==> src/sodor_pkg.sv <==
`default_nettype none

package sodor_pkg;

    localparam int XLEN     = 32;
    localparam int NUM_REGS = 32;

    typedef logic [XLEN-1:0] word_t;
    typedef logic [31:0]     inst_t;
    typedef logic [4:0]      reg_addr_t;
    typedef logic [3:0]      alu_op_t;

    // major opcodes handled by the core, everything else is a no-op
    localparam logic [6:0] OP_ALU_I  = 7'b0010011;
    localparam logic [6:0] OP_ALU_R  = 7'b0110011;
    localparam logic [6:0] OP_BRANCH = 7'b1100011;

    // alu operation codes
    localparam alu_op_t ALU_ADD  = 4'd0;
    localparam alu_op_t ALU_SUB  = 4'd1;
    localparam alu_op_t ALU_SLL  = 4'd2;
    localparam alu_op_t ALU_SRL  = 4'd3;
    localparam alu_op_t ALU_SRA  = 4'd4;
    localparam alu_op_t ALU_AND  = 4'd5;
    localparam alu_op_t ALU_OR   = 4'd6;
    localparam alu_op_t ALU_XOR  = 4'd7;
    localparam alu_op_t ALU_SLT  = 4'd8;
    localparam alu_op_t ALU_SLTU = 4'd9;

    // branch conditions by funct3
    localparam logic [2:0] F3_BEQ  = 3'b000;
    localparam logic [2:0] F3_BNE  = 3'b001;
    localparam logic [2:0] F3_BLT  = 3'b100;
    localparam logic [2:0] F3_BGE  = 3'b101;
    localparam logic [2:0] F3_BLTU = 3'b110;
    localparam logic [2:0] F3_BGEU = 3'b111;

    // addi x0, x0, 0
    localparam inst_t NOP_INST = 32'h0000_0013;
    localparam word_t RESET_PC = '0;

    // decode-to-execute register
    typedef struct packed {
        logic       valid;
        word_t      pc;
        logic [2:0] funct3;
        alu_op_t    alu_op;
        logic       is_alu;
        logic       is_branch;
        logic       use_imm;
        reg_addr_t  rd;
        word_t      rs1_data;
        word_t      rs2_data;
        word_t      imm;
        word_t      br_offset;
    } exe_t;

    // valid only when the producer writes a nonzero rd
    typedef struct packed {
        logic      valid;
        reg_addr_t rd;
        word_t     data;
    } fwd_t;

    typedef struct packed {
        logic  taken;
        word_t target;
    } redirect_t;

    typedef struct packed {
        logic      valid;
        word_t     pc;
        logic      is_branch;
        logic      taken;
        logic      writes_rd;
        reg_addr_t rd;
        word_t     data;
    } retire_t;

endpackage

`default_nettype wire

==> src/alu_unit.sv <==
`timescale 1ns/1ps
`default_nettype none

module alu_unit (
    input  sodor_pkg::exe_t exe_i,
    output sodor_pkg::fwd_t result_o
);
    import sodor_pkg::*;

    word_t      op_a;
    word_t      op_b;
    word_t      result;
    logic [4:0] shamt;

    assign op_a  = exe_i.rs1_data;
    assign op_b  = exe_i.use_imm ? exe_i.imm : exe_i.rs2_data;
    assign shamt = op_b[4:0];

    always_comb begin
        case (exe_i.alu_op)
            ALU_ADD:  result = op_a + op_b;
            ALU_SUB:  result = op_a - op_b;
            ALU_SLL:  result = op_a << shamt;
            ALU_SRL:  result = op_a >> shamt;
            ALU_SRA:  result = word_t'($signed(op_a) >>> shamt);
            ALU_AND:  result = op_a & op_b;
            ALU_OR:   result = op_a | op_b;
            ALU_XOR:  result = op_a ^ op_b;
            ALU_SLT:  result = {{(XLEN-1){1'b0}}, $signed(op_a) < $signed(op_b)};
            ALU_SLTU: result = {{(XLEN-1){1'b0}}, op_a < op_b};
            default:  result = '0;
        endcase
    end

    // only a live alu instruction with a real destination forwards
    always_comb begin
        result_o.valid = exe_i.valid && exe_i.is_alu && (exe_i.rd != '0);
        result_o.rd    = exe_i.rd;
        result_o.data  = result;
    end

endmodule

`default_nettype wire

==> src/branch_unit.sv <==
`timescale 1ns/1ps
`default_nettype none

module branch_unit (
    input  sodor_pkg::exe_t      exe_i,
    output sodor_pkg::redirect_t redirect_o
);
    import sodor_pkg::*;

    word_t rs1;
    word_t rs2;
    logic  cond;

    assign rs1 = exe_i.rs1_data;
    assign rs2 = exe_i.rs2_data;

    always_comb begin
        case (exe_i.funct3)
            F3_BEQ:  cond = (rs1 == rs2);
            F3_BNE:  cond = (rs1 != rs2);
            F3_BLT:  cond = ($signed(rs1) < $signed(rs2));
            F3_BGE:  cond = ($signed(rs1) >= $signed(rs2));
            F3_BLTU: cond = (rs1 < rs2);
            F3_BGEU: cond = (rs1 >= rs2);
            // 010 and 011 are not branch encodings
            default: cond = 1'b0;
        endcase
    end

    always_comb begin
        redirect_o.taken  = exe_i.valid && exe_i.is_branch && cond;
        redirect_o.target = exe_i.pc + exe_i.br_offset;
    end

endmodule

`default_nettype wire

==> src/front_end.sv <==
`timescale 1ns/1ps
`default_nettype none

module front_end (
    input  logic                 clk,
    input  logic                 reset,
    input  sodor_pkg::inst_t     imem_data_i,
    output sodor_pkg::word_t     pc_o,
    input  sodor_pkg::redirect_t redirect_i,
    input  sodor_pkg::fwd_t      exe_fwd_i,
    input  sodor_pkg::fwd_t      mem_fwd_i,
    input  sodor_pkg::fwd_t      wr_i,
    output sodor_pkg::exe_t      exe_o
);
    import sodor_pkg::*;

    word_t      pc_q;
    logic       if_valid_q;
    inst_t      if_inst_q;
    word_t      if_pc_q;
    exe_t       exe_d;
    exe_t       exe_q;
    logic [6:0] opcode;
    logic [6:0] funct7;
    reg_addr_t  rs1_addr;
    reg_addr_t  rs2_addr;
    word_t      rf_rs1;
    word_t      rf_rs2;
    logic       is_alu_i;
    logic       is_alu_r;
    alu_op_t    alu_op;

    // newest producer wins, the register file covers writeback
    function automatic word_t bypass(input reg_addr_t addr, input word_t rf_data);
        word_t value;
        if (exe_fwd_i.valid && (exe_fwd_i.rd == addr)) begin
            value = exe_fwd_i.data;
        end else if (mem_fwd_i.valid && (mem_fwd_i.rd == addr)) begin
            value = mem_fwd_i.data;
        end else begin
            value = rf_data;
        end
        return value;
    endfunction

    always_ff @(posedge clk) begin
        if (reset) begin
            pc_q <= RESET_PC;
        end else if (redirect_i.taken) begin
            pc_q <= redirect_i.target;
        end else begin
            pc_q <= pc_q + 32'd4;
        end
    end

    // fetch register, a taken branch turns it into a bubble
    always_ff @(posedge clk) begin
        if_valid_q <= !(reset || redirect_i.taken);
        if_inst_q  <= redirect_i.taken ? NOP_INST : imem_data_i;
        if_pc_q    <= pc_q;
    end

    assign opcode   = if_inst_q[6:0];
    assign funct7   = if_inst_q[31:25];
    assign rs1_addr = if_inst_q[19:15];
    assign rs2_addr = if_inst_q[24:20];
    assign is_alu_i = (opcode == OP_ALU_I);
    assign is_alu_r = (opcode == OP_ALU_R);

    regfile u_regfile (
        .clk        (clk),
        .rs1_addr_i (rs1_addr),
        .rs2_addr_i (rs2_addr),
        .rs1_data_o (rf_rs1),
        .rs2_data_o (rf_rs2),
        .wr_i       (wr_i)
    );

    always_comb begin
        case (if_inst_q[14:12])
            3'b000:  alu_op = (is_alu_r && funct7[5]) ? ALU_SUB : ALU_ADD;
            3'b001:  alu_op = ALU_SLL;
            3'b010:  alu_op = ALU_SLT;
            3'b011:  alu_op = ALU_SLTU;
            3'b100:  alu_op = ALU_XOR;
            // srai carries the same funct7 bit in imm[10]
            3'b101:  alu_op = funct7[5] ? ALU_SRA : ALU_SRL;
            3'b110:  alu_op = ALU_OR;
            default: alu_op = ALU_AND;
        endcase
    end

    always_comb begin
        exe_d.valid     = if_valid_q;
        exe_d.pc        = if_pc_q;
        exe_d.funct3    = if_inst_q[14:12];
        exe_d.alu_op    = alu_op;
        exe_d.is_alu    = is_alu_i || is_alu_r;
        exe_d.is_branch = (opcode == OP_BRANCH);
        exe_d.use_imm   = is_alu_i;
        exe_d.rd        = if_inst_q[11:7];
        exe_d.rs1_data  = bypass(rs1_addr, rf_rs1);
        exe_d.rs2_data  = bypass(rs2_addr, rf_rs2);
        exe_d.imm       = {{20{if_inst_q[31]}}, if_inst_q[31:20]};
        exe_d.br_offset = {{19{if_inst_q[31]}}, if_inst_q[31], if_inst_q[7],
                           if_inst_q[30:25], if_inst_q[11:8], 1'b0};
    end

    // the instruction in decode is killed by a taken branch too
    always_ff @(posedge clk) begin
        exe_q <= exe_d;
        if (reset || redirect_i.taken) begin
            exe_q.valid <= 1'b0;
        end
    end

    assign pc_o  = pc_q;
    assign exe_o = exe_q;

endmodule

`default_nettype wire

==> src/regfile.sv <==
`timescale 1ns/1ps
`default_nettype none

module regfile (
    input  logic                 clk,
    input  sodor_pkg::reg_addr_t rs1_addr_i,
    input  sodor_pkg::reg_addr_t rs2_addr_i,
    output sodor_pkg::word_t     rs1_data_o,
    output sodor_pkg::word_t     rs2_data_o,
    input  sodor_pkg::fwd_t      wr_i
);
    import sodor_pkg::*;

    word_t regs [NUM_REGS];

    // x0 reads zero and a same-cycle write passes straight through
    function automatic word_t read_port(input reg_addr_t addr, input word_t stored,
                                        input fwd_t wr);
        word_t value;
        if (addr == '0) begin
            value = '0;
        end else if (wr.valid && (wr.rd == addr)) begin
            value = wr.data;
        end else begin
            value = stored;
        end
        return value;
    endfunction

    always_ff @(posedge clk) begin
        if (wr_i.valid && (wr_i.rd != '0)) begin
            regs[wr_i.rd] <= wr_i.data;
        end
    end

    assign rs1_data_o = read_port(rs1_addr_i, regs[rs1_addr_i], wr_i);
    assign rs2_data_o = read_port(rs2_addr_i, regs[rs2_addr_i], wr_i);

endmodule

`default_nettype wire

==> src/sodor_core.sv <==
`timescale 1ns/1ps
`default_nettype none

module sodor_core (
    input  logic               clk,
    input  logic               reset,
    input  sodor_pkg::inst_t   imem_data_i,
    output sodor_pkg::word_t   pc_o,
    output sodor_pkg::retire_t retire_o
);
    import sodor_pkg::*;

    // decode-to-execute register
    exe_t      exe;

    // execute stage outcomes
    fwd_t      exe_fwd;
    redirect_t redirect;

    // memory-stage bypass and register write
    fwd_t      mem_fwd;
    fwd_t      wr;

    front_end u_front_end (
        .clk         (clk),
        .reset       (reset),
        .imem_data_i (imem_data_i),
        .pc_o        (pc_o),
        .redirect_i  (redirect),
        .exe_fwd_i   (exe_fwd),
        .mem_fwd_i   (mem_fwd),
        .wr_i        (wr),
        .exe_o       (exe)
    );

    alu_unit u_alu_unit (
        .exe_i    (exe),
        .result_o (exe_fwd)
    );

    branch_unit u_branch_unit (
        .exe_i      (exe),
        .redirect_o (redirect)
    );

    writeback_stage u_writeback_stage (
        .clk        (clk),
        .reset      (reset),
        .exe_i      (exe),
        .alu_i      (exe_fwd),
        .redirect_i (redirect),
        .mem_fwd_o  (mem_fwd),
        .wr_o       (wr),
        .retire_o   (retire_o)
    );

endmodule

`default_nettype wire

==> src/writeback_stage.sv <==
`timescale 1ns/1ps
`default_nettype none

module writeback_stage (
    input  logic                 clk,
    input  logic                 reset,
    input  sodor_pkg::exe_t      exe_i,
    input  sodor_pkg::fwd_t      alu_i,
    input  sodor_pkg::redirect_t redirect_i,
    output sodor_pkg::fwd_t      mem_fwd_o,
    output sodor_pkg::fwd_t      wr_o,
    output sodor_pkg::retire_t   retire_o
);
    import sodor_pkg::*;

    retire_t ret_d;
    retire_t mem_q;
    retire_t wb_q;

    // one record per executed instruction
    always_comb begin
        ret_d.valid     = exe_i.valid;
        ret_d.pc        = exe_i.pc;
        ret_d.is_branch = exe_i.is_branch;
        ret_d.taken     = redirect_i.taken;
        ret_d.writes_rd = alu_i.valid;
        ret_d.rd        = exe_i.rd;
        ret_d.data      = alu_i.data;
    end

    // memory register, then writeback register
    always_ff @(posedge clk) begin
        mem_q <= ret_d;
        wb_q  <= mem_q;
        if (reset) begin
            mem_q.valid     <= 1'b0;
            mem_q.writes_rd <= 1'b0;
            wb_q.valid      <= 1'b0;
            wb_q.writes_rd  <= 1'b0;
        end
    end

    always_comb begin
        mem_fwd_o.valid = mem_q.valid && mem_q.writes_rd;
        mem_fwd_o.rd    = mem_q.rd;
        mem_fwd_o.data  = mem_q.data;
    end

    // the writeback register feeds the register file write port
    always_comb begin
        wr_o.valid = wb_q.valid && wb_q.writes_rd;
        wr_o.rd    = wb_q.rd;
        wr_o.data  = wb_q.data;
    end

    assign retire_o = wb_q;

endmodule

`default_nettype wire
==> config.mk <==
export PLATFORM = sky130hd
export DESIGN_NAME = sodor_core
export DESIGN_NICKNAME = d
export VERILOG_FILES = /design/src/sodor_pkg.sv /design/src/alu_unit.sv /design/src/branch_unit.sv /design/src/front_end.sv /design/src/regfile.sv /design/src/sodor_core.sv /design/src/writeback_stage.sv
export SDC_FILE = /design/constraint.sdc
export NUM_CORES = 2
export LEC_CHECK = 0
export BUFFER_PORTS_ARGS = -buffer_cell sky130_fd_sc_hd__buf_4
export CORE_MARGIN = 3
export CORE_UTILIZATION = 40
export DETAILED_ROUTE_END_ITERATION = 8
export PLACE_DENSITY = 0.65
export SLEW_MARGIN = 30
export SYNTH_ARGS = -nofsm -noshare
export SYNTH_HDL_FRONTEND = slang
export SYNTH_SLANG_ARGS = --single-unit
==> constraint.sdc <==
create_clock -name clk -period 7.8 [get_ports clk]
set_input_delay 0.78 -clock clk [delete_from_list [all_inputs] [get_ports clk]]
set_output_delay 0.78 -clock clk [all_outputs]
set_load 0.01 [all_outputs]
# Word-level counts from Yosys, hierarchy flattened
# Memories as Yosys holds them, arrays and structs flattened. A register that Yosys moved wholly into a read port is not among the register bits.
# Cells that the tools add are included.
# totals
memories,1
word_cells,121
output_inout_bits,105
mem_bits_ro,0
reg_bits,379
inputBits,34
latch_bits,0
ram_bits,1024
# op_classes
n_mul,0
shift,3
div_mod_pow,0
reduce_logical,24
addsub,4
magnitude_cmp,6
n_eq_ne,31
bitwise,3
muxes,19
# memory_table
memory,depth,word_bits,read_ports,rd_clocked_by_memory_dff,write_ports,line,text
u_front_end.u_regfile.regs,32,32,2,2,1,regfile.sv:14,word_t regs [NUM_REGS];
# op_table
operator,n
$mux W32,10
$pmux W32 S10,1
$lt A32 B32 Y1,4
$add A32 B32 Y32,2
$ge A32 B32 Y1,2
$add A32 B3 Y32 const B,1
$and A32 B32 Y32,1
$eq A32 B32 Y1,1
$ne A32 B32 Y1,1
$or A32 B32 Y32,1
$shl A32 B5 Y32,1
$shr A32 B5 Y32,1
$sshr A32 B5 Y32,1
$sub A32 B32 Y32,1
$xor A32 B32 Y32,1
$eq A5 B5 Y1,6
$pmux W4 S7,1
$eq A3 B3 Y1 const B,7
$eq A4 B3 Y1 const B,4
$logic_and A1 B1 Y1,14
$logic_not A5 Y1,2
$mux W5,2
$reduce_bool A5 Y1,2
$eq A4 B2 Y1 const B,2
other kinds (14),21

# Depth between registers and ports, before layout
# logic_depth
word_depth,6
mapped_depth,18
depth_no_buf,14

# Cells and area by module
# Synthesis repeated with hierarchy kept, for this count alone.
# hier_totals
cells_unflattened,5330
area_unflattened_um2,71518.6
# by_module_without_submodules
module,cells_each,instances,seq_area_each_um2,area_per_inst_um2
regfile,2520,1,30749.5,47869.7
alu_unit,1376,1,0.0,9476.6
front_end,872,1,4424.2,8202.9
writeback_stage,226,1,2922.8,3515.9
branch_unit,336,1,0.0,2453.6

# Least setup slack after synthesis
# No wires, ideal clock.
# synth_timing
path_type,reg-to-reg
startpoint,"register u_writeback_stage.wb_q, in the netlist u_writeback_stage.retire_o[32]"
endpoint,"memory u_front_end.u_regfile.regs[19][0] (netlist name), enable pin"
setup_time_ns,0.513
synth_period_minus_slack_ns,4.860
setup_slack_ns,2.940
path_buffers,1
arrival_time_ns,4.346
required_time_ns,7.287
stages_incl_launch_ff,4
cell_sequence,dfxtp_1 -> clkbuf_1 -> nand3_1 -> nor4b_1
# synth_via
elab_chain_len,4
# synth_lines
element,line,text
"start, declared",writeback_stage.sv:18,retire_t wb_q;
"start signal, assigned",writeback_stage.sv:34,wb_q <= mem_q;
$reduce_bool A5 Y1,regfile.sv:31,if (wr_i.valid && (wr_i.rd != '0)) begin
$logic_and A1 B1 Y1,regfile.sv:31,
$mux W1,regfile.sv:31,
$mux W1 (implied by the code),regfile.sv:32,regs[wr_i.rd] <= wr_i.data;
"end, declared",regfile.sv:14,
# Parallel ways exist; a longest one is shown, timed or not.

==> impl_metrics.csv <==
group,metric,value,unit
die,die_h,426,µm
global_routing,grt_pass1_vias,49700,
setup_path,ff2ff_path_depth,15,
setup_path,worstPathArrival,6.30,ns
drt,vias_per_cell,6.44,
die,die_w,426,µm
cells_and_area,nNetsFinal,5628,
power_and_ir_drop,peakVddDrop,0.254,mV
die,core_area,174000,µm²
drt,post_drt_wl_per_cell,30.7,µm
cells_and_area,fillerInstances,15300,
run_status,status,"completed",
drt,detail-route-antenna-nets,0,
timing,hold_slack,0.182,ns
setup_path,crit_type,"reg -> reg",
setup_path,reg2reg_setup_slack,2.15,ns
place,pre_cts_ws,2.23,ns
timing,finalSetupViolations,0,
place,io_buffers,138,
power_and_ir_drop,p_leak,28.8,nW
yosys,synth_commonest_cells,"1024 x edfxtp_1, 608 x mux2i_1, 367 x dfxtp_1, 348 x mux4_2, 328 x nor2_1",
yosys,yosysMostFrequentCell,"edfxtp_1",
global_routing,gr-total-overflow,0,
run,drv_cap,0,
global_routing,grt_pass1_wl,347000,µm
clock_tree,cts_buffers,143,
global_routing,grt_max_degree,119,
timing,fin_setup_tns,0,ns
setup_path,crit_slowest_cell,"dfxtp_1",
setup_path,critPathLaunchType,"flip-flop",
yosys,synth_top_area_cell,"edfxtp_1",
clock_tree,cts_setup_buffers,0,
timing,period_needed,5.65,ns
clock_tree,cts_root_buf,"clkbuf_16",
timing,fin_crit_sh,72.4,%
clock_tree,clk_pin_slew,0.06,ns
die,design.die.area,181000,µm²
timing,worst_slew_pin_slew,1.09,ns
die,ioPinCount,139,
worst_hold_path,hp-start,"imem_data_i[0]",
setup_path,cp-endpoint,"u_front_end.exe_o[86]",
setup_path,required,8.45,ns
power_and_ir_drop,p_total,19.7,mW
yosys,ys_seq_area_share,54.1,%
power_and_ir_drop,power_per_cell_area,248,nW/µm²
timing,drv_slew,0,
drt,wl,242000,µm
global_routing,antenna_found_initial,4,
yosys,synth_top_area_share,43.7,%
place,routabilityCongestion,0.973,
timing,worst_slack,2.15,ns
yosys,ys_async_sr_fraction,0,%
yosys,synth-edff-count,1024,
place,dp_hpwl,146000,µm
yosys,synth-seq-cells,1391,
timing,rsz0062_at_grt,"no",
setup_path,worst_setup_path_end_kind,"flip-flop",
cells_and_area,area_growth,12.5,%
die,start_util,40.4,%
clock_tree,clockBufferDepth,3,
die,std_cell_rows,153,
drt,dr.pass1.iters,8,
clock_tree,cts_tree,"done",
timing,maxSlewHeadroom,27.1,%
setup_path,crit_chain,"mux2i_4 -> buf_4 -> inv_2 -> buf_4 -> ha_1 -> fa_1 -> and3_1 -> o311a_1 -> o311a_1 -> o21ai_0 -> a31oi_1 -> a311oi_1 -> a31oi_1 -> a2111oi_2 -> mux2i_1",
setup_path,cp_num_buf_inv,3,
global_routing,grt_usage,26.0,%
setup_path,r2r-end,"u_front_end.exe_o[86]",
cells_and_area,drive_above_1_share,17.0,%
yosys,synth_cell_types,92,
clock_tree,cts-hold-fix-buffers,0,
yosys,yosysWarnings,0,
drt,drt_iter0_drc,5976,
setup_path,critPathTopFamily,"compound AO/OA/AOI/OAI gates",
clock_tree,clock_latency,0.79,ns
drt,drc,0,
clock_tree,cts.sinks,1391,
yosys,synth_area,70400,µm²
yosys,syn-instance-count,5354,
yosys,syn_avg_cell_area,13.2,µm²
timing,hold_violations,0,
worst_hold_path,hp-class,"in -> reg",
timing,clock_skew,0.0187,ns
setup_path,worst-path-stages,15,
setup_path,crit_start,"u_front_end.exe_o[133]",
drt,vias,50700,
yosys,synth_area_leaders,"edfxtp_1 44%, mux4_2 11%, dfxtp_1 10%, mux2i_1 8.6%, a221oi_1 3.1%",
setup_path,cp_slowest_stage_delay,0.84,ns
yosys,synth_flop_cell,"edfxtp_1",
clock_tree,cts.htree.levels,4,
setup_path,r2r_start,"u_front_end.exe_o[133]",
timing,max_freq,177,MHz
clock_tree,cts-resized-gates,0,
setup_path,crit_fanout,39,
## per-layer routing
| layer | GRT usage, % | part of all wire [%] | vias up | wire [µm] |
|---|---|---|---|---|
| met3 | 5.73 | 9.9 | 613 | 24000 |
| met1 | 34.4 | 39 | 25900 | 95000 |
| met5 | 0 | 0.0054 | - | 13 |
| li1 | - | - | 21400 | - |
| met4 | 10.8 | 4.6 | 2 | 11200 |
| met2 | 41.3 | 46 | 2791 | 111000 |
## layout by cell type, fill, tap and decap left out, types with 59 or more instances in the layout
cell type / instances
mux2i_1: 607
a21oi_1: 290
buf_4: 270
mux4_2: 348
nor2_1: 300
dfxtp_1: 353
xnor2_1: 59
edfxtp_1: 1024
inv_1: 165
ha_1: 163
o21ai_0: 218
a221oi_1: 246
clkbuf_16: 149
o211ai_1: 109
nand2_1: 225
a22oi_1: 126
## sequential cells by signal, indices dropped and copies added (netlist names)
signal	count
u_writeback_stage.mem_fwd_o	37
u_writeback_stage.mem_q	36
u_front_end.u_regfile.regs	1024
u_front_end.pc_o	32
u_front_end.if_inst_q	32
u_front_end.if_pc_q	32
u_front_end.exe_o	124
u_writeback_stage.retire_o	73
u_front_end.if_valid_q	1
## final cells by class
type | count | area, µm² | share of cell area [%]
antenna | 2 | 5.00 | 0.00632
multi-input combinational | 3437 | 30500 | 38.5
inverter | 174 | 659 | 0.833
clock buffer | 183 | 3920 | 4.95
clock inverter | 77 | 795 | 1.00
sequential | 1391 | 38100 | 48.2
timing repair buffer | 281 | 2250 | 2.84
tap | 2325 | 2910 | 3.67
## report_power, final
group	switching, mW	internal (mW)
logic	2.47	1.23
clock network	2.91	3.97
registers	0.365	8.70
## how the worst min path moves through the flow
| stage | to | slack, ns | cells after the start |
|---|---|---|---|
| 4_1_cts | u_front_end.if_inst_q[0] | 0.13 | 2 |
| 5_1_grt | u_front_end.if_inst_q[0] | 0.15 | 2 |
| 3_5_place_dp | u_front_end.exe_o[155] | 0.31 | 0 |
| 6_report | u_front_end.if_inst_q[0] | 0.18 | 2 |
| 3_3_place_gp | u_front_end.exe_o[164] | 0.31 | 0 |
| 2_1_floorplan | u_front_end.exe_o[128] | 0.31 | 0 |
## stage by stage
step,cells,cell area [µm²],utilization [%]
2_1_floorplan,5385,70500,-
3_3_place_gp,7607,74400,42.7
3_5_place_dp,7608,74500,42.7
4_1_cts,7868,79200,45.4
5_1_grt,7868,79200,45.4
6_report,7870,79200,45.4
## kinds of logic (layout without fill, tap and decap cells)
group                    count (synthesis)  count (layout)  share of synthesized area (%)
adder cells (fa/ha/maj)                166             166                           2.98
flip-flops                            1391            1391                           54.1
AO/OA/AOI/OAI                         1317            1317                           13.0
AND/OR/NAND/NOR                        869             869                           5.67
other                                    1              34                        0.00533
multiplexers                           963             963                           19.9
buffers and inverters                  557             715                           3.18
XOR/XNOR                                90              90                           1.12
(Power assumes the default switching activity.)
